[config.mk]
export PLATFORM = sky130hd
export DESIGN_NAME = ex_mem_reg
export DESIGN_NICKNAME = d
export VERILOG_FILES = /design/src/design/mem_stage_pkg.sv /design/src/design/ex_mem_reg.sv
export VERILOG_INCLUDE_DIRS = /design/src /design/src/design
export SDC_FILE = /design/constraint.sdc
export NUM_CORES = 1
export LEC_CHECK = 0
export BUFFER_PORTS_ARGS = -buffer_cell sky130_fd_sc_hd__buf_2
export CAP_MARGIN = 10
export CELL_PAD_IN_SITES_DETAIL_PLACEMENT = 0
export CELL_PAD_IN_SITES_GLOBAL_PLACEMENT = 1
export CORE_AREA = 5 5 163 165
export CTS_BUF_LIST = sky130_fd_sc_hd__clkbuf_8
export DETAILED_ROUTE_END_ITERATION = 16
export DIE_AREA = 0 0 168 170
export PLACE_DENSITY_LB_ADDON = 0.08
export SLEW_MARGIN = 20
export SYNTH_ARGS = -nofsm -noshare
export SYNTH_HDL_FRONTEND = slang
export SYNTH_SLANG_ARGS = --single-unit
[constraint.sdc]
create_clock -name clk -period 6.3 [get_ports clk]
set_clock_uncertainty 0.05 [all_clocks]
set_input_delay 0 -clock clk [delete_from_list [all_inputs] [get_ports clk]]
set_output_delay 0 -clock clk [all_outputs]
set_load 0.02 [all_outputs]
[src/design/mem_stage_params.svh]
`ifndef MEM_STAGE_PARAMS_SVH
`define MEM_STAGE_PARAMS_SVH

// Data, address and pc width.
`define XLEN 64

// Fetch start address, loaded into the pc field on reset.
`define RESET_PC 64'h0000_0000_3000_0000

// Data RAM depth in doublewords.
`define RAM_WORDS 512

// Doubleword address width, log2 of RAM_WORDS.
`define RAM_AW 9

`endif

[src/design/mem_stage_pkg.sv]
`include "mem_stage_params.svh"

package mem_stage_pkg;

    typedef enum logic [3:0] {
        MEM_NOP = 4'd0,
        MEM_LB  = 4'd1,
        MEM_LH  = 4'd2,
        MEM_LW  = 4'd3,
        MEM_LD  = 4'd4,
        MEM_LBU = 4'd5,
        MEM_LHU = 4'd6,
        MEM_LWU = 4'd7,
        MEM_SB  = 4'd8,
        MEM_SH  = 4'd9,
        MEM_SW  = 4'd10,
        MEM_SD  = 4'd11
    } mem_ctrl_e;

    typedef enum logic [3:0] {
        WB_NOP = 4'd0, // No register write.
        WB_ALU = 4'd1,
        WB_MEM = 4'd2
    } wb_ctrl_e;

    typedef enum logic [3:0] {
        TRAP_NOP            = 4'd0,
        TRAP_ILLEGAL        = 4'd1,
        TRAP_LOAD_MISALIGN  = 4'd2,
        TRAP_STORE_MISALIGN = 4'd3
    } trap_e;

    // One bus word, whole or by byte lane.
    typedef union packed {
        logic [`XLEN-1:0] dword;
        logic [7:0][7:0]  lanes;
    } mem_word_u;

endpackage

[src/design/ex_mem_reg.sv]
`include "mem_stage_params.svh"

module ex_mem_reg (
    input  logic                     clk,
    input  logic                     rst,
    input  logic                     enable,

    input  logic                     valid_in,
    input  mem_stage_pkg::trap_e     trap_in,
    input  logic [`XLEN-1:0]         result_in,
    input  logic [`XLEN-1:0]         store_data_in,
    input  logic [4:0]               rd_in,
    input  logic [`XLEN-1:0]         pc_in,
    input  mem_stage_pkg::mem_ctrl_e mem_ctrl_in,
    input  mem_stage_pkg::wb_ctrl_e  wb_ctrl_in,

    output logic                     valid_out,
    output mem_stage_pkg::trap_e     trap_out,
    output logic [`XLEN-1:0]         result_out,
    output logic [`XLEN-1:0]         store_data_out,
    output logic [4:0]               rd_out,
    output logic [`XLEN-1:0]         pc_out,
    output mem_stage_pkg::mem_ctrl_e mem_ctrl_out,
    output mem_stage_pkg::wb_ctrl_e  wb_ctrl_out
);

    // Reset leaves a bubble at the fetch start pc.
    always_ff @(posedge clk or posedge rst) begin
        if (rst) begin
            valid_out      <= 1'b0;
            trap_out       <= mem_stage_pkg::TRAP_NOP;
            result_out     <= '0;
            store_data_out <= '0;
            rd_out         <= 5'd0;
            pc_out         <= `RESET_PC;
            mem_ctrl_out   <= mem_stage_pkg::MEM_NOP;
            wb_ctrl_out    <= mem_stage_pkg::WB_NOP;
        end else if (enable) begin
            valid_out      <= valid_in;
            trap_out       <= trap_in;
            result_out     <= result_in;
            store_data_out <= store_data_in;
            rd_out         <= rd_in;
            pc_out         <= pc_in;
            mem_ctrl_out   <= mem_ctrl_in;
            wb_ctrl_out    <= wb_ctrl_in;
        end
        // Enable low holds every field.
    end

endmodule

==> flow_metrics.py, run 1 <==
metrics = {
    "outcome": {
        "status": "completed",
    },
    "clocking": {
        "cts_setup_buffers": 0,
        "cts_buffers": 39,
        "clkTransAtPathRegs_ns": 0.06,
        "htreeDepth": 2,
        "clock_sink_count": 210,
        "clk_path_buf_depth": 3,
        "cts_tree": "done",
        "cts_root_buf": "clkbuf_8",
        "insertion_delay_ns": 0.50,
    },
    "sta": {
        "setup_viol": 0,
        "final.setup.tns_ns": 0,
        "drv_slew": 0,
        "rsz0062_at_grt": "no",
        "period_share_pct": 24.0,
        "period_minus_slack_ns": 1.51,
        "relSlewSlack_pct": 37.3,
        "worst_slack_ns": 4.79,
        "hold_violations": 0,
        "clock.fmax_mhz": 663,
        "tightest_slew_ns": 0.941,
    },
    "drt": {
        "ant_nets": 0,
        "drtIter0Drc": 208,
        "via_per_inst": 4.31,
        "drc": 0,
        "drt-pass1-iter-count": 4,
        "num_vias": 6271,
        "post_drt_wl_per_cell_um": 17.2,
        "routed_wl_um": 25000,
    },
    "yosys": {
        "syn_area_per_cell_sq_um": 17.7,
        "syn-cell-area_sq_mm": 0.00788,
        "synthDistinctLibCells": 6,
        "ys_ff_latch": 210,
        "synth-edff-count": 0,
        "syn_nets": 657,
        "ys_seq_area_share_pct": 66.7,
        "synth_top_area_share_pct": 66.1,
        "yosys.area.top_type": "dfrtp_1",
        "synth_warnings": 0,
        "synth-async-reset-ratio_pct": 100,
        "synthFlopType": "dfrtp_1",
        "synthTopCellsByArea": "dfrtp_1 (66%), mux2_2 (30%), buf_6 (3.1%), dfstp_2 (0.67%), buf_2 (0.064%)",
        "netlist_instances": 444,
        "yosysMostFrequentCell": "mux2_2",
        "synth_common_cells": "mux2_2 (210), dfrtp_1 (208), buf_6 (22)",
    },
    "worst_setup_path": {
        "required_ns": 6.80,
        "crit_start": "rst",
        "path_depth": 4,
        "r2r_start": "result_out[55]",
        "worstRegToRegCells": 1,
        "cp.arrival_ns": 2.01,
        "slowest_delay_ns": 0.64,
        "path_class": "in2async",
        "endpoint_kind": "asynchronous set/reset pin",
        "cp_cell_sequence": "dlygate4sd3_1 > buf_2 > inv_8 > buf_6",
        "cp_slowest_cell": "buf_6",
        "critPathTopFamily": "buffers and inverters",
        "crit_buf_inv": 4,
        "path_max_fanout": 133,
        "cp-start-kind": "input port",
    },
    "placed_design": {
        "dpl.hpwl_um": 17700,
        "placed_cell_area_sq_mm": 0.0102,
        "portBuffers": 422,
        "gp_congestion": 0.818,
        "dp.cells": 1175,
        "post-place-ws_ns": 3.90,
    },
    "global_routing": {
        "grt_pass1_vias": 7121,
        "grt_max_degree": 142,
        "grt.total_usage_pct": 17.0,
        "antenna_found_initial": 0,
        "grt_overflow_total": 0,
        "grt_first_pass_wirelength_um": 39000,
    },
    "layout": {
        "instances_no_fill": 1456,
        "fin_nets": 1311,
        "fin_area_sq_mm": 0.0131,
        "syn2layout_area_growth_pct": 66.8,
        "drive_above_1_share_pct": 61.7,
        "diodes": 0,
    },
    "pwr": {
        "p_int_mw": 2.61,
        "switchingPower_mw": 0.996,
        "p_seq_share_pct": 43.1,
        "p_leak_nw": 6.33,
        "p_per_area_mw_per_mm2": 274,
        "p_comb_share_pct": 20.0,
        "swShare_pct": 27.7,
        "peakVddDrop_uv": 169,
        "p_clk_share_pct": 36.9,
    },
    "die": {
        "io_pins": 423,
        "fp.dieW_um": 168,
        "die_height_um": 170,
        "coreArea_sq_mm": 0.0249,
        "die_area_sq_mm": 0.0286,
        "rows": 58,
        "start_util_pct": 31.7,
    },
    "worst_hold_path": {
        "hold_path.class": "in2reg",
        "min_from": "enable",
        "min_delay_path_depth": 2,
    },
    "flow_run": {
        "cap_viol_max_count": 0,
    },
}
cell families (layout without fill, tap and decap cells):
logic type	count (synthesis)	after routing	share of synthesized area (%)
mux	210	210	30.0
buf+inv	24	706	3.26
flops	210	210	66.7
flip-flops by register name, indices dropped and copies added (netlist names):
signal,cells
result_out,64
trap_out,4
pc_out,64
store_data_out,64
rd_out,5
valid_out,1
mem_ctrl_out,4
wb_ctrl_out,4
final cells by class:
class | count | area, sq um
clock buffers | 52 | 716
clock inverters | 17 | 98.8
fillers | 2157 | 11800
inverters | 1 | 11.3
multi-input cells | 210 | 2360
flip-flops and latches | 210 | 5260
well taps | 330 | 413
repair buffers | 636 | 4280
cell usage in the layout, fill, tap and decap left out, drive strengths merged:
cell type	count
mux2	210
bufinv	1
dfrtp	208
buf	424
clkinv	4
dfstp	2
inv	13
dlygate4sd3	211
clkbuf	53
routing by layer:
metal  GRT usage (%)  vias to the layer above  wire length, um  share of wire (%)
met4            7.09                        0             1030                4.1
met5               0                        -                0                  0
met2            29.8                      310            12500                 50
li1                -                     2889                -                  -
met3            6.39                       64             2430                9.7
met1            18.5                     3008             9040                 36
final timing paths:
check | to | slack [ns]
hold reg to reg | pc_out[22] | 0.45
hold / removal | result_out[10] | 0.02
max in group clk | result_out[19] | 5.01
min in group asynchronous | store_data_out[47] | 0.19
setup reg to reg | result_out[55] | 5.45
setup / recovery | pc_out[51] | 4.79
through the flow:
stage               util [%]  hold slack, ns  total power, mW
floorplan                  -           0.102             1.94
global placement        40.9           0.182             2.19
detailed placement      40.9           0.185             2.20
CTS                     52.7           0.163             3.67
global route            52.8          0.0172             3.80
finish                  52.8          0.0246             3.60
power by group through the flow:
stage	combinational [mW]	sequential, mW	clock (mW)
floorplan	0.192	1.74	0
global placement	0.617	1.57	0
detailed placement	0.625	1.57	0
CTS	0.732	1.55	1.39
global route	0.774	1.57	1.45
finish	0.721	1.55	1.33
timing repair:
item | in CTS | in global routing
hold buffers | 211 | 0
resized for setup | 0 | 0
setup endpoints to repair | 0 | 0
endpoints found under the hold margin | 340 | 0
Note: power is estimated with default switching activity, not from simulation.
==> inputs of run 2 (changes only) <==
Clock period 6.3 ns to 1.5 ns, I/O delays scaled along.
==> run 2 against run 1 <==
Critical path depth decreased by 3. Combinational power rose to 4.3 times the previous value. Non-clock buffer count increased by 10. Total power grew to 4.2 times the previous value.
==> flow_metrics.py, run 2 (synthesized netlist as in run 1, its figures left out) <==
metrics = {
    "flow_run": {
        "cap_viol_max_count": 0,
    },
    "worst_setup_path": {
        "cp_cell_sequence": "buf_2",
        "endpoint_kind": "output pin",
        "required_ns": 1.45,
        "crit_buf_inv": 1,
        "cp.arrival_ns": 1.20,
        "critPathTopFamily": "flip-flops",
        "path_class": "reg2out",
        "slowest_delay_ns": 0.52,
        "cp_slowest_cell": "dfstp_2",
        "path_max_fanout": 2,
        "cp-start-kind": "flip-flop",
    },
    "die": {
        "coreArea_sq_mm": 0.0249,
        "rows": 58,
        "die_height_um": 170,
        "start_util_pct": 31.7,
        "fp.dieW_um": 168,
        "io_pins": 423,
        "die_area_sq_mm": 0.0286,
    },
    "sta": {
        "worst_slack_ns": 0.248,
        "clock.fmax_mhz": 798,
        "relSlewSlack_pct": 72.9,
        "period_share_pct": 83.5,
        "tightest_slew_ns": 0.406,
        "setup_viol": 0,
        "hold_violations": 0,
        "period_minus_slack_ns": 1.25,
        "drv_slew": 0,
        "hold_slack_ns": 0.0387,
        "rsz0062_at_grt": "no",
        "final.setup.tns_ns": 0,
    },
    "layout": {
        "fin_nets": 1320,
        "seqCellArea_sq_mm": 0.00526,
        "fillers": 2064,
        "final_common_cell": "buf_2",
        "largestRegisters": "pc_out (64), result_out (64), store_data_out (64)",
        "layout_common_cells": "buf_2 (421), dlygate4sd3_1 (211), mux2_2 (210), dfrtp_1 (208), clkbuf_8 (51)",
        "fin_area_sq_mm": 0.0133,
        "diodes": 0,
        "multiInputGateArea_sq_mm": 0.00236,
        "drive_above_1_share_pct": 61.9,
        "syn2layout_area_growth_pct": 68.8,
        "instances_no_fill": 1465,
    },
    "worst_hold_path": {
        "hold_path.class": "in2async",
    },
    "global_routing": {
        "grt_overflow_total": 0,
        "grt_pass1_vias": 7274,
        "grt_first_pass_wirelength_um": 38900,
        "grt_max_degree": 70,
        "antenna_found_initial": 0,
        "grt.total_usage_pct": 17.0,
    },
    "pwr": {
        "p_seq_share_pct": 43.4,
        "switchingPower_mw": 4.14,
        "p_per_area_mw_per_mm2": 1130,
        "peakVddDrop_uv": 569,
        "p_leak_nw": 6.40,
        "p_comb_share_pct": 20.5,
        "swShare_pct": 27.6,
        "p_int_mw": 10.9,
        "p_clk_share_pct": 36.1,
    },
    "clocking": {
        "clk_path_buf_depth": 3,
        "clock_sink_count": 210,
        "cts_setup_buffers": 0,
        "htreeDepth": 2,
        "cts_buffers": 38,
        "cts_root_buf": "clkbuf_8",
        "cts_tree": "done",
        "clkTransAtPathRegs_ns": 0.05,
        "insertion_delay_ns": 0.51,
    },
    "drt": {
        "ant_nets": 0,
        "routed_wl_um": 25100,
        "post_drt_wl_per_cell_um": 17.1,
        "drc": 0,
        "drtIter0Drc": 91,
        "via_per_inst": 4.29,
        "drt-pass1-iter-count": 4,
        "num_vias": 6290,
    },
    "placed_design": {
        "post-place-ws_ns": 0.415,
        "dp.cells": 1186,
        "portBuffers": 422,
        "dpl.hpwl_um": 18400,
        "gp_congestion": 0.824,
        "placed_cell_area_sq_mm": 0.0104,
    },
    "outcome": {
        "status": "completed",
    },
}
-- run 2: cell count changes in the layout (fill, tap and decap cells not counted), sizes merged --
cell,before,now
clkbuf,53,51
clkinvlp,0,1
buf,424,434
-- run 2: per-layer routing --
layer	part of all wire (%)	track usage, %
met4	3.4	6.49
met2	52	31.3
met5	0	0
met3	9.6	6.48
met1	35	17.6
-- run 2: final timing paths --
check	depth (start not counted)	endpoint	start	slack, ns
setup / recovery	1	pc_out[28]	pc_out[28]	0.25
hold / removal	3	pc_out[26]	rst	0.04
setup reg to reg	1	store_data_out[58]	store_data_out[58]	0.65
hold reg to reg	1	result_out[33]	result_out[33]	0.45
max in group asynchronous	5	pc_out[38]	rst	0.75
min in group clk	3	result_out[59]	enable	0.05
-- run 2: per-stage QoR --
step           utilization (%)  power, mW
2_1_floorplan                -       8.14
5_1_grt                   53.4       15.8
6_report                  53.4       15.0
3_5_place_dp              41.8       9.29
3_3_place_gp              41.8       9.24
4_1_cts                   53.4       15.3
-- run 2: final cells by class --
cell class                      count  share of cell area (%)
Clock buffer                       50                    5.17
Multi-Input combinational cell    210                    17.8
Sequential cell                   210                    39.5
Tap cell                          330                    3.10
Timing Repair Buffer              646                    33.6
Clock inverter                     18                   0.743
Inverter                            1                  0.0565
-- run 2: what timing repair did --
item / 4_1_cts / 5_1_grt
hold buffers: 211 / 0
endpoints found under the hold margin: 420 / 0
gates resized for setup: 0 / 0
-- run 2: power groups by stage --
stage	logic (mW)	registers, mW	clock network, mW
4_1_cts	3.14	6.52	5.67
6_report	3.09	6.52	5.41
3_3_place_gp	2.64	6.59	0
2_1_floorplan	0.809	7.33	0
5_1_grt	3.30	6.58	5.95
3_5_place_dp	2.68	6.61	0
