$ cat src/design/mem_stage_params.svh
`ifndef MEM_STAGE_PARAMS_SVH
`define MEM_STAGE_PARAMS_SVH

// Data, address and pc width.
`define XLEN 64

// Fetch start address, loaded into the pc field on reset.
`define RESET_PC 64'h0000_0000_3000_0000

// Data RAM depth in doublewords.
`define RAM_WORDS 512

// Doubleword address width, log2 of RAM_WORDS.
`define RAM_AW 9

`endif

$ cat src/design/mem_stage_pkg.sv
`include "mem_stage_params.svh"

package mem_stage_pkg;

    typedef enum logic [3:0] {
        MEM_NOP = 4'd0,
        MEM_LB  = 4'd1,
        MEM_LH  = 4'd2,
        MEM_LW  = 4'd3,
        MEM_LD  = 4'd4,
        MEM_LBU = 4'd5,
        MEM_LHU = 4'd6,
        MEM_LWU = 4'd7,
        MEM_SB  = 4'd8,
        MEM_SH  = 4'd9,
        MEM_SW  = 4'd10,
        MEM_SD  = 4'd11
    } mem_ctrl_e;

    typedef enum logic [3:0] {
        WB_NOP = 4'd0, // No register write.
        WB_ALU = 4'd1,
        WB_MEM = 4'd2
    } wb_ctrl_e;

    typedef enum logic [3:0] {
        TRAP_NOP            = 4'd0,
        TRAP_ILLEGAL        = 4'd1,
        TRAP_LOAD_MISALIGN  = 4'd2,
        TRAP_STORE_MISALIGN = 4'd3
    } trap_e;

    // One bus word, whole or by byte lane.
    typedef union packed {
        logic [`XLEN-1:0] dword;
        logic [7:0][7:0]  lanes;
    } mem_word_u;

endpackage

$ cat src/design/load_store_unit.sv
`include "mem_stage_params.svh"

module load_store_unit (
    input  logic                     clk,
    input  logic                     rst,
    input  logic                     valid,
    input  mem_stage_pkg::trap_e     trap,
    input  logic [`XLEN-1:0]         addr,
    input  logic [`XLEN-1:0]         store_data,
    input  logic [4:0]               rd,
    input  logic [`XLEN-1:0]         pc,
    input  mem_stage_pkg::mem_ctrl_e mem_ctrl,
    input  mem_stage_pkg::wb_ctrl_e  wb_ctrl,
    output logic                     busy,

    output logic                     wb_cyc,
    output logic                     wb_stb,
    output logic                     wb_we,
    output logic [`RAM_AW-1:0]       wb_adr,
    output logic [7:0]               wb_sel,
    output mem_stage_pkg::mem_word_u wb_dat_w,
    input  mem_stage_pkg::mem_word_u wb_dat_r,
    input  logic                     wb_ack,

    output logic                     rf_valid,
    output logic                     rf_we,
    output logic [4:0]               rf_rd,
    output logic [`XLEN-1:0]         rf_data,
    output logic [`XLEN-1:0]         rf_pc,
    output mem_stage_pkg::trap_e     rf_trap
);

    logic [2:0]           off;
    logic [2:0]           align_mask;
    logic [7:0]           size_sel;
    logic                 is_store;
    logic                 misaligned;
    logic                 mem_req;
    mem_stage_pkg::trap_e final_trap;
    logic [7:0]           lane_b;
    logic [15:0]          lane_h;
    logic [31:0]          lane_w;
    logic [`XLEN-1:0]     load_data;

    assign off = addr[2:0];

    // Access size and direction.
    always_comb begin
        align_mask = 3'b000;
        size_sel   = 8'h01;
        is_store   = 1'b0;
        case (mem_ctrl)
            mem_stage_pkg::MEM_LH, mem_stage_pkg::MEM_LHU: begin
                align_mask = 3'b001;
                size_sel   = 8'h03;
            end
            mem_stage_pkg::MEM_LW, mem_stage_pkg::MEM_LWU: begin
                align_mask = 3'b011;
                size_sel   = 8'h0f;
            end
            mem_stage_pkg::MEM_LD: begin
                align_mask = 3'b111;
                size_sel   = 8'hff;
            end
            mem_stage_pkg::MEM_SB: is_store = 1'b1;
            mem_stage_pkg::MEM_SH: begin
                align_mask = 3'b001;
                size_sel   = 8'h03;
                is_store   = 1'b1;
            end
            mem_stage_pkg::MEM_SW: begin
                align_mask = 3'b011;
                size_sel   = 8'h0f;
                is_store   = 1'b1;
            end
            mem_stage_pkg::MEM_SD: begin
                align_mask = 3'b111;
                size_sel   = 8'hff;
                is_store   = 1'b1;
            end
            default: ;
        endcase
    end

    assign misaligned = |(off & align_mask);

    // An incoming trap wins over misalignment.
    always_comb begin
        if (trap != mem_stage_pkg::TRAP_NOP)
            final_trap = trap;
        else if (misaligned && is_store)
            final_trap = mem_stage_pkg::TRAP_STORE_MISALIGN;
        else if (misaligned)
            final_trap = mem_stage_pkg::TRAP_LOAD_MISALIGN;
        else
            final_trap = mem_stage_pkg::TRAP_NOP;
    end

    assign mem_req = valid && (final_trap == mem_stage_pkg::TRAP_NOP)
                     && (mem_ctrl != mem_stage_pkg::MEM_NOP);
    assign busy    = mem_req & ~wb_ack; // Drops in the ack cycle.

    assign wb_cyc = mem_req;
    assign wb_stb = mem_req;
    assign wb_we  = is_store;
    assign wb_adr = addr[`RAM_AW+2:3];
    assign wb_sel = size_sel << off;

    // Store data goes out on every lane of its size.
    always_comb begin
        case (mem_ctrl)
            mem_stage_pkg::MEM_SB: wb_dat_w.dword = {8{store_data[7:0]}};
            mem_stage_pkg::MEM_SH: wb_dat_w.dword = {4{store_data[15:0]}};
            mem_stage_pkg::MEM_SW: wb_dat_w.dword = {2{store_data[31:0]}};
            default:               wb_dat_w.dword = store_data;
        endcase
    end

    assign lane_b = wb_dat_r.lanes[off];
    assign lane_h = {wb_dat_r.lanes[{off[2:1], 1'b1}], wb_dat_r.lanes[{off[2:1], 1'b0}]};
    assign lane_w = {wb_dat_r.lanes[{off[2], 2'd3}], wb_dat_r.lanes[{off[2], 2'd2}],
                     wb_dat_r.lanes[{off[2], 2'd1}], wb_dat_r.lanes[{off[2], 2'd0}]};

    always_comb begin
        case (mem_ctrl)
            mem_stage_pkg::MEM_LB:  load_data = {{(`XLEN-8){lane_b[7]}}, lane_b};
            mem_stage_pkg::MEM_LBU: load_data = {{(`XLEN-8){1'b0}}, lane_b};
            mem_stage_pkg::MEM_LH:  load_data = {{(`XLEN-16){lane_h[15]}}, lane_h};
            mem_stage_pkg::MEM_LHU: load_data = {{(`XLEN-16){1'b0}}, lane_h};
            mem_stage_pkg::MEM_LW:  load_data = {{(`XLEN-32){lane_w[31]}}, lane_w};
            mem_stage_pkg::MEM_LWU: load_data = {{(`XLEN-32){1'b0}}, lane_w};
            mem_stage_pkg::MEM_LD:  load_data = wb_dat_r.dword;
            default:                load_data = '0;
        endcase
    end

    always_ff @(posedge clk or posedge rst) begin
        if (rst) begin
            rf_valid <= 1'b0;
            rf_we    <= 1'b0;
        end else begin
            rf_valid <= valid & ~busy;
            rf_we    <= valid && !busy && (final_trap == mem_stage_pkg::TRAP_NOP)
                        && (wb_ctrl != mem_stage_pkg::WB_NOP) && (rd != 5'd0);
        end
    end

    always_ff @(posedge clk) begin
        if (!busy) begin
            rf_rd   <= rd;
            rf_pc   <= pc;
            rf_trap <= final_trap;
            if (mem_req && wb_ctrl == mem_stage_pkg::WB_MEM)
                rf_data <= load_data;
            else
                rf_data <= addr; // Execute result.
        end
    end

endmodule

$ cat config.mk
export PLATFORM = sky130hd
export DESIGN_NAME = load_store_unit
export DESIGN_NICKNAME = d
export VERILOG_FILES = /design/src/design/mem_stage_pkg.sv /design/src/design/load_store_unit.sv
export VERILOG_INCLUDE_DIRS = /design/src /design/src/design
export SDC_FILE = /design/constraint.sdc
export NUM_CORES = 1
export LEC_CHECK = 0
export ABC_AREA = 1
export BUFFER_PORTS_ARGS = -buffer_cell sky130_fd_sc_hd__buf_2
export CORE_AREA = 2 2 196 198
export CTS_CLUSTER_SIZE = 40
export DETAILED_ROUTE_END_ITERATION = 7
export DIE_AREA = 0 0 198 200
export PLACE_DENSITY_LB_ADDON = 0.2
export SYNTH_ARGS = -nofsm -noshare
export SYNTH_HDL_FRONTEND = slang
export SYNTH_SLANG_ARGS = --single-unit
$ cat constraint.sdc
create_clock -name clk -period 18.6 [get_ports clk]
set_input_delay 3.72 -clock clk [delete_from_list [all_inputs] [get_ports clk]]
set_output_delay 3.72 -clock clk [all_outputs]
set_load 0.03 [all_outputs]
==> summary.md, run 1 <==
| Metric | Value |
|---|---|
| CP max-delay cell | `clkinv_1` |
| Switch share | `31.5%` |
| # DRC | `0` |
| Max-slew violation count | `0` |
| Combinational share of power | `around 22%` |
| Commonest cells post-synth | `nand2_1, nand3_1, edfxtp_1` |
| Antenna Nets Post-Route | `0` |
| Die height | `200 microns` |
| Synth Warn # | `0` |
| Critical path cell sequence | `buf_2 > clkinv_1 > nand3_1 > nand3_2 > nand3_2 > nor2_4 > buf_4 > buf_2` |
| Via density | `~4.5` |
| Worst VDD drop | `0.0610 mV` |
| Critical Path Stages | `8` |
| Switching Power | `approximately 0.00030 W` |
| Yosys top cell by area | `edfxtp_1` |
| Final Cycle Share | `a little under three fifths` |
| Resized Gates After CTS | `0` |
| CTS tree | `built` |
| Core box area | `37400 sq um` |
| Largest net degree at the start of global routing | `between 70 and 80` |
| Yosys reg bits | `roughly 140` |
| FP Rows | `a little over 70` |
| Status | `completed` |
| Slew at the pin closest to its max-slew limit | `1.04 ns` |
| Worst path bufs/invs | `4` |
| Crit path launch | `addr[1]` |
| Cell family with most CP delay | `buffers and inverters` |
| Die Wd | `198 microns` |
| Multi-input combinational cell area | `3370 sq um` |
| Post-synth net total | `approximately 1300` |
| H-tree depth | `4` |
| Post-synth top flop | `edfxtp_1` |
| All-Layer GR Usage | `between 10% and 20%` |
| Area growth syn-to-layout | `41.2%` |
| Clock-pin transition on the worst setup and hold timing paths | `0.07 ns` |
| Endpoints failing hold | `0` |
| Type of element launching the critical path | `input port` |
| Post-synth EDFFs | `between 100 and 150` |
| Post-layout minimum cycle time | `10.27 ns` |
| Ports | `around 500` |
| FF/Latch Area | `4160 sq um` |
| Final #Nets | `around 1700` |
| Clock Power Share | `39.4%` |
| Relative slew slack | `30.7%` |
| Number of detailed-route iterations in the first pass | `5` |
| Initial Util | `between 20% and 30%` |
| CTS Root Cell | `clkbuf_16` |
| Post-DP Area | `approximately 11000 sq um` |
| Tot Pwr | `0.000956 W` |
| Setup violations, final | `0` |
| Fillers | `~4000` |
| Port bufs | `500` |
| Synth area leaders | `edfxtp_1, nand2_1, nand3_1, o21ai_0, a21oi_1` |
| Post CTS Setup Buffer Count | `0` |
| Routed vias | `~9000` |
| Vias in the first global route | `8824` |
| Worst min-delay path category | `in -> async` |
| RSZ-0062 raised after global routing | `false` |
| Crit path to | `wb_cyc` |
| Worst Path Max Fanout | `67` |
| Synth unique cells | `37` |
| Clock Path Buffers | `2` |
| Ys async rst share | `roughly 1.4%` |
| Post-route cell area | `between 10000 and 15000 sq um` |
| Count leader, synth | `nand2_1` |
| Setup_tns | `0 ns` |
| Fin worst setup slack | `between 8 and 9 ns` |
| Pwr/cell area | `81.5 nW/um^2` |
| Layout cell share with drive strength beyond 1 | `39.1%` |
| First-pass GRT wire length | `~55000 microns` |
| Initial antenna violation count | `18` |
| Post-synthesis sequential area ratio | `around half` |
| Critical path arrival | `roughly 6.6 ns` |
| Hold Worst Slack | `3.12 ns` |
| Synthesized area | `~8300 sq um` |
| CP peak stage delay | `between 0.8 and 0.9 ns` |
| Routed wire per std cell | `about 20 microns` |
| Sink Count | `roughly 140` |
| Leak pwr | `6.01 nW` |
| Final GP Congestion | `0.888` |
| Max cap viols | `0` |
| Iter 0 DRT Violations | `around 530` |
| Internal power | `0.000655 W` |
| Data required, critical path | `14.88 ns` |
| Synthesized instance count | `1015` |
| Die ar. | `roughly 40000 sq um` |
| Yosys top cell area share | `about 50%` |
| Num CTS Buffers | `17` |
| Post-Place Setup Slack | `8.34 ns` |
| Register share of total power | `38.4%` |
| Cts hold-fix bufs | `0` |
| Avg Cell Area, Syn | `about 8.2 sq um` |
| Total wire length | `39000 microns` |
| Critical Path End Type | `output port` |
| Crit Path Class | `in -> out` |
| Post-DP HPWL | `30900 microns` |
| Grt ovf | `0` |
| Achievable Freq | `roughly 97 MHz` |
==> state kept, by name (all words and copies together), names as in the netlist <==
signal / cells
rf_trap: 4
rf_rd: 5
rf_pc: 64
rf_data: 64
rf_we: 1
rf_valid: 1
==> cell usage in the layout (no fill, tap or decap), types with 3 or more instances in the layout <==
cell type	instances
nor3_1	3
buf_4	8
a22oi_1	6
buf_2	500
clkbuf_16	17
nand3_1	138
a21oi_1	68
inv_6	4
nor2_4	4
o21ai_0	73
inv_1	85
nand3_2	12
o22ai_1	21
diode_2	9
nand2_1	309
inv_2	3
a32o_1	8
bufinv_16	4
edfxtp_1	137
nor2_2	7
o211ai_1	9
nor2_1	22
==> routing by layer <==
layer / vias up / GRT usage [%] / routed length (microns)
met2: 461 / 35.6 / 20100
met3: 78 / 5.06 / 3090
met1: 4111 / 20.0 / 14200
met4: 22 / 7.85 / 1430
met5: - / 0 / 140
li1: 4345 / - / -
==> per-stage QoR <==
| stage | util [%] | cells |
|---|---|---|
| 3_5_place_dp | 29.6 | 1948 |
| 6_report | 31.4 | 1988 |
| 2_1_floorplan | - | 1015 |
| 4_1_cts | 31.3 | 1979 |
| 3_3_place_gp | 29.6 | 1948 |
| 5_1_grt | 31.3 | 1982 |
==> power groups by stage <==
| stage | logic (W) | clock network, W | registers [W] |
|---|---|---|---|
| finish | 0.000213 | 0.000376 | 0.000367 |
| global route | 0.000229 | 0.000397 | 0.000369 |
| CTS | 0.000215 | 0.000388 | 0.000367 |
| detailed placement | 0.000214 | 0 | 0.000374 |
| global placement | 0.000214 | 0 | 0.000373 |
| floorplan | 0.0000889 | 0 | 0.000414 |
==> worst min-delay path by stage <==
stage	cells after the start	startpoint	to	slack, ns
global placement	2	rst	rf_valid	3.57
finish	2	rst	rf_we	3.12
detailed placement	2	rst	rf_valid	3.57
floorplan	1	rst	rf_valid	3.46
global route	2	rst	rf_we	3.12
CTS	2	rst	rf_we	3.10
==> kinds of logic (layout without fill, tap and decap cells) <==
group,Yosys count,after routing,synth area share [%]
simple gates,505,505,26.8
compound gates,194,194,13.2
buf+inv,176,629,9.67
flops,139,139,50.1
mux,1,1,0.121
other cells,0,9,0
==> cell type report <==
cell class / count / area share, %
inverters: 90 / 2.88
flip-flops and latches: 139 / 35.5
multi-input cells: 700 / 28.7
diodes: 9 / 0.192
well taps: 511 / 5.45
clock inverters: 14 / 1.79
clock buffers: 17 / 3.63
repair buffers: 508 / 21.8
No activity file was read; power rests on OpenSTA's default activity.
==> run 2, diff against run 1 <==
==> constraint.sdc (replaced) <==
create_clock -name clk -period 10.67 [get_ports clk]
set_input_delay 2.134 -clock clk [delete_from_list [all_inputs] [get_ports clk]]
set_output_delay 2.134 -clock clk [all_outputs]
set_load 0.03 [all_outputs]
==> summary.md, run 2 (synthesized netlist as in run 1, its figures left out) <==
| Metric | Value |
|---|---|
| Status | `completed` |
| CTS tree | `built` |
| Met1 usage | `19.5% (-0.49 points)` |
| Multi-input combinational cell area | `3370 sq um (unchanged)` |
| Met2 Resource Use GR | `35.4% (-0.22 points)` |
| Initial Util | `22.2% (unchanged)` |
| CP max-delay cell | `clkinv_1` |
| Tot Pwr | `0.00158 W (+66%)` |
| Cts hold-fix bufs | `0 (unchanged)` |
| Relative slew slack | `29.2% (-1.5 points)` |
| CP peak stage delay | `0.91 ns (+0.04 ns)` |
| Clock Path Buffers | `2 (unchanged)` |
| H-tree depth | `4 (unchanged)` |
| Dpl cells | `1948 (unchanged)` |
| Post CTS Setup Buffer Count | `0 (unchanged)` |
| Met3 usage in global routing | `5.56% (+0.50 points)` |
| Pwr/cell area | `136 nW/um^2 (+67%)` |
| Endpoints failing hold | `0 (unchanged)` |
| Via density | `4.54 (+0.11%)` |
| Critical path arrival | `5.03 ns (-1.52 ns)` |
| Type of element launching the critical path | `input port` |
| Iter 0 DRT Violations | `540 (+2.7%)` |
| Ports | `501 (unchanged)` |
| Area growth syn-to-layout | `40.2%` |
| Resized Gates After CTS | `0 (unchanged)` |
| Core box area | `37400 sq um (unchanged)` |
| FF/Latch Area | `4160 sq um (unchanged)` |
| Port bufs | `500 (unchanged)` |
| Achievable Freq | `approximately 140 MHz` |
| Die Wd | `198 microns (unchanged)` |
| Biggest regs | `rf_data x64, rf_pc x64, rf_rd x5` |
| Final GP Congestion | `0.872 (-1.8%)` |
| Die ar. | `39600 sq um (unchanged)` |
| Setup_tns | `0 ns (unchanged)` |
| Crit Path Class | `in -> out` |
| CTS Root Cell | `clkbuf_16` |
| First-pass GRT wire length | `54200 microns (-0.87%)` |
| Worst VDD drop | `0.0921 mV (+51%)` |
| FP Rows | `71 (unchanged)` |
| Vias in the first global route | `8751 (-0.83%)` |
| Routed wire per std cell | `19.7 microns (+0.34%)` |
| Final Cycle Share | `about two thirds` |
| Critical Path End Type | `output port` |
| Layout cell share with drive strength beyond 1 | `39.1% (about the same)` |
| Final #Nets | `1733 (unchanged)` |
| Leak pwr | `5.97 nW (-0.76%)` |
| Post-DP HPWL | `30900 microns (+0.19%)` |
| Max-slew violation count | `0 (unchanged)` |
| Clock-pin transition on the worst setup and hold timing paths | `0.07 ns (about the same)` |
| Critical path cell sequence | `buf_2 > clkinv_1 > nand3_1 > nand3_2 > nand3_2 > nor2_4 > buf_4 > buf_2` |
| Post-layout minimum cycle time | `about 7 ns` |
| Sink Count | `139 (unchanged)` |
| Fillers | `4081 (-0.66%)` |
| All-Layer GR Usage | `18.9% (-0.076 points)` |
| Worst min-delay path category | `in -> async` |
| Number of detailed-route iterations in the first pass | `5 (unchanged)` |
| Grt ovf | `0 (unchanged)` |
| Commonest non-fill, non-tap cells in the layout | `buf_2, nand2_1, nand3_1` |
| Setup violations, final | `0 (unchanged)` |
| Non-Filler Instances | `1988 (unchanged)` |
| Num CTS Buffers | `17 (unchanged)` |
| # DRC | `0 (unchanged)` |
| Routed vias | `9027 (+0.11%)` |
| Largest net degree at the start of global routing | `68 (-4.2%)` |
| Most common cell after layout, fill and taps aside | `buf_2` |
| Total wire length | `39100 microns (+0.34%)` |
| RSZ-0062 raised after global routing | `false` |
| Die height | `200 microns (unchanged)` |
| Worst Path Max Fanout | `67 (unchanged)` |
| Post-route core utilization | `31.1% (-0.23 points)` |
| Global route hottest layer | `met2` |
| Slew at the pin closest to its max-slew limit | `1.06 ns (+0.0224 ns)` |
| Max cap viols | `0 (unchanged)` |
| Hold Worst Slack | `1.55 ns (-1.57 ns)` |
| Data required, critical path | `8.54 ns (-6.34 ns)` |
| Antenna Nets Post-Route | `0 (unchanged)` |
| Initial antenna violation count | `20 (+2)` |
-- run 2: through the flow --
stage,setup WS (ns),area (sq um)
floorplan,1.02,8310
detailed placement,3.53,11100
global route,3.28,11600
CTS,3.53,11600
global placement,3.59,11100
finish,3.50,11600
-- run 2: layout make-up --
class	instances	area share (%)
Clock buffer	18	3.69
Sequential cell	139	35.8
Timing Repair Buffer	508	22.0
Tap cell	511	5.49
Antenna cell	8	0.172
Inverter	90	2.90
Multi-Input combinational cell	700	28.9
Clock inverter	14	1.05
-- run 2: final timing paths --
| check | start | end | slack [ns] |
|---|---|---|---|
| min in group clk | pc[6] | rf_pc[6] | 1.87 |
| max in group asynchronous | rst | rf_we | 9.01 |
| setup / recovery | addr[1] | wb_cyc | 3.50 |
| hold / removal | rst | rf_valid | 1.55 |
-- run 2: power breakdown --
group          internal (W)  switching (W)  total, W  leakage, nW
combinational      0.000112       0.000259  0.000371         4.23
sequential         0.000632     0.00000715  0.000639         1.47
clock              0.000306       0.000269  0.000575        0.259
-- run 2: critical path: cells and delay by family --
family / cells / cell delay (ns)
AND/OR/NAND/NOR: 4 / 0.68
buffers and inverters: 4 / 2.16
-- run 2: layer usage --
metal  wire length [microns]  vias to the layer above
met5                     156                        -
met4                    1400                       24
met3                    3220                       75
met2                   20100                      445
met1                   14200                     4134
li1                        -                     4349
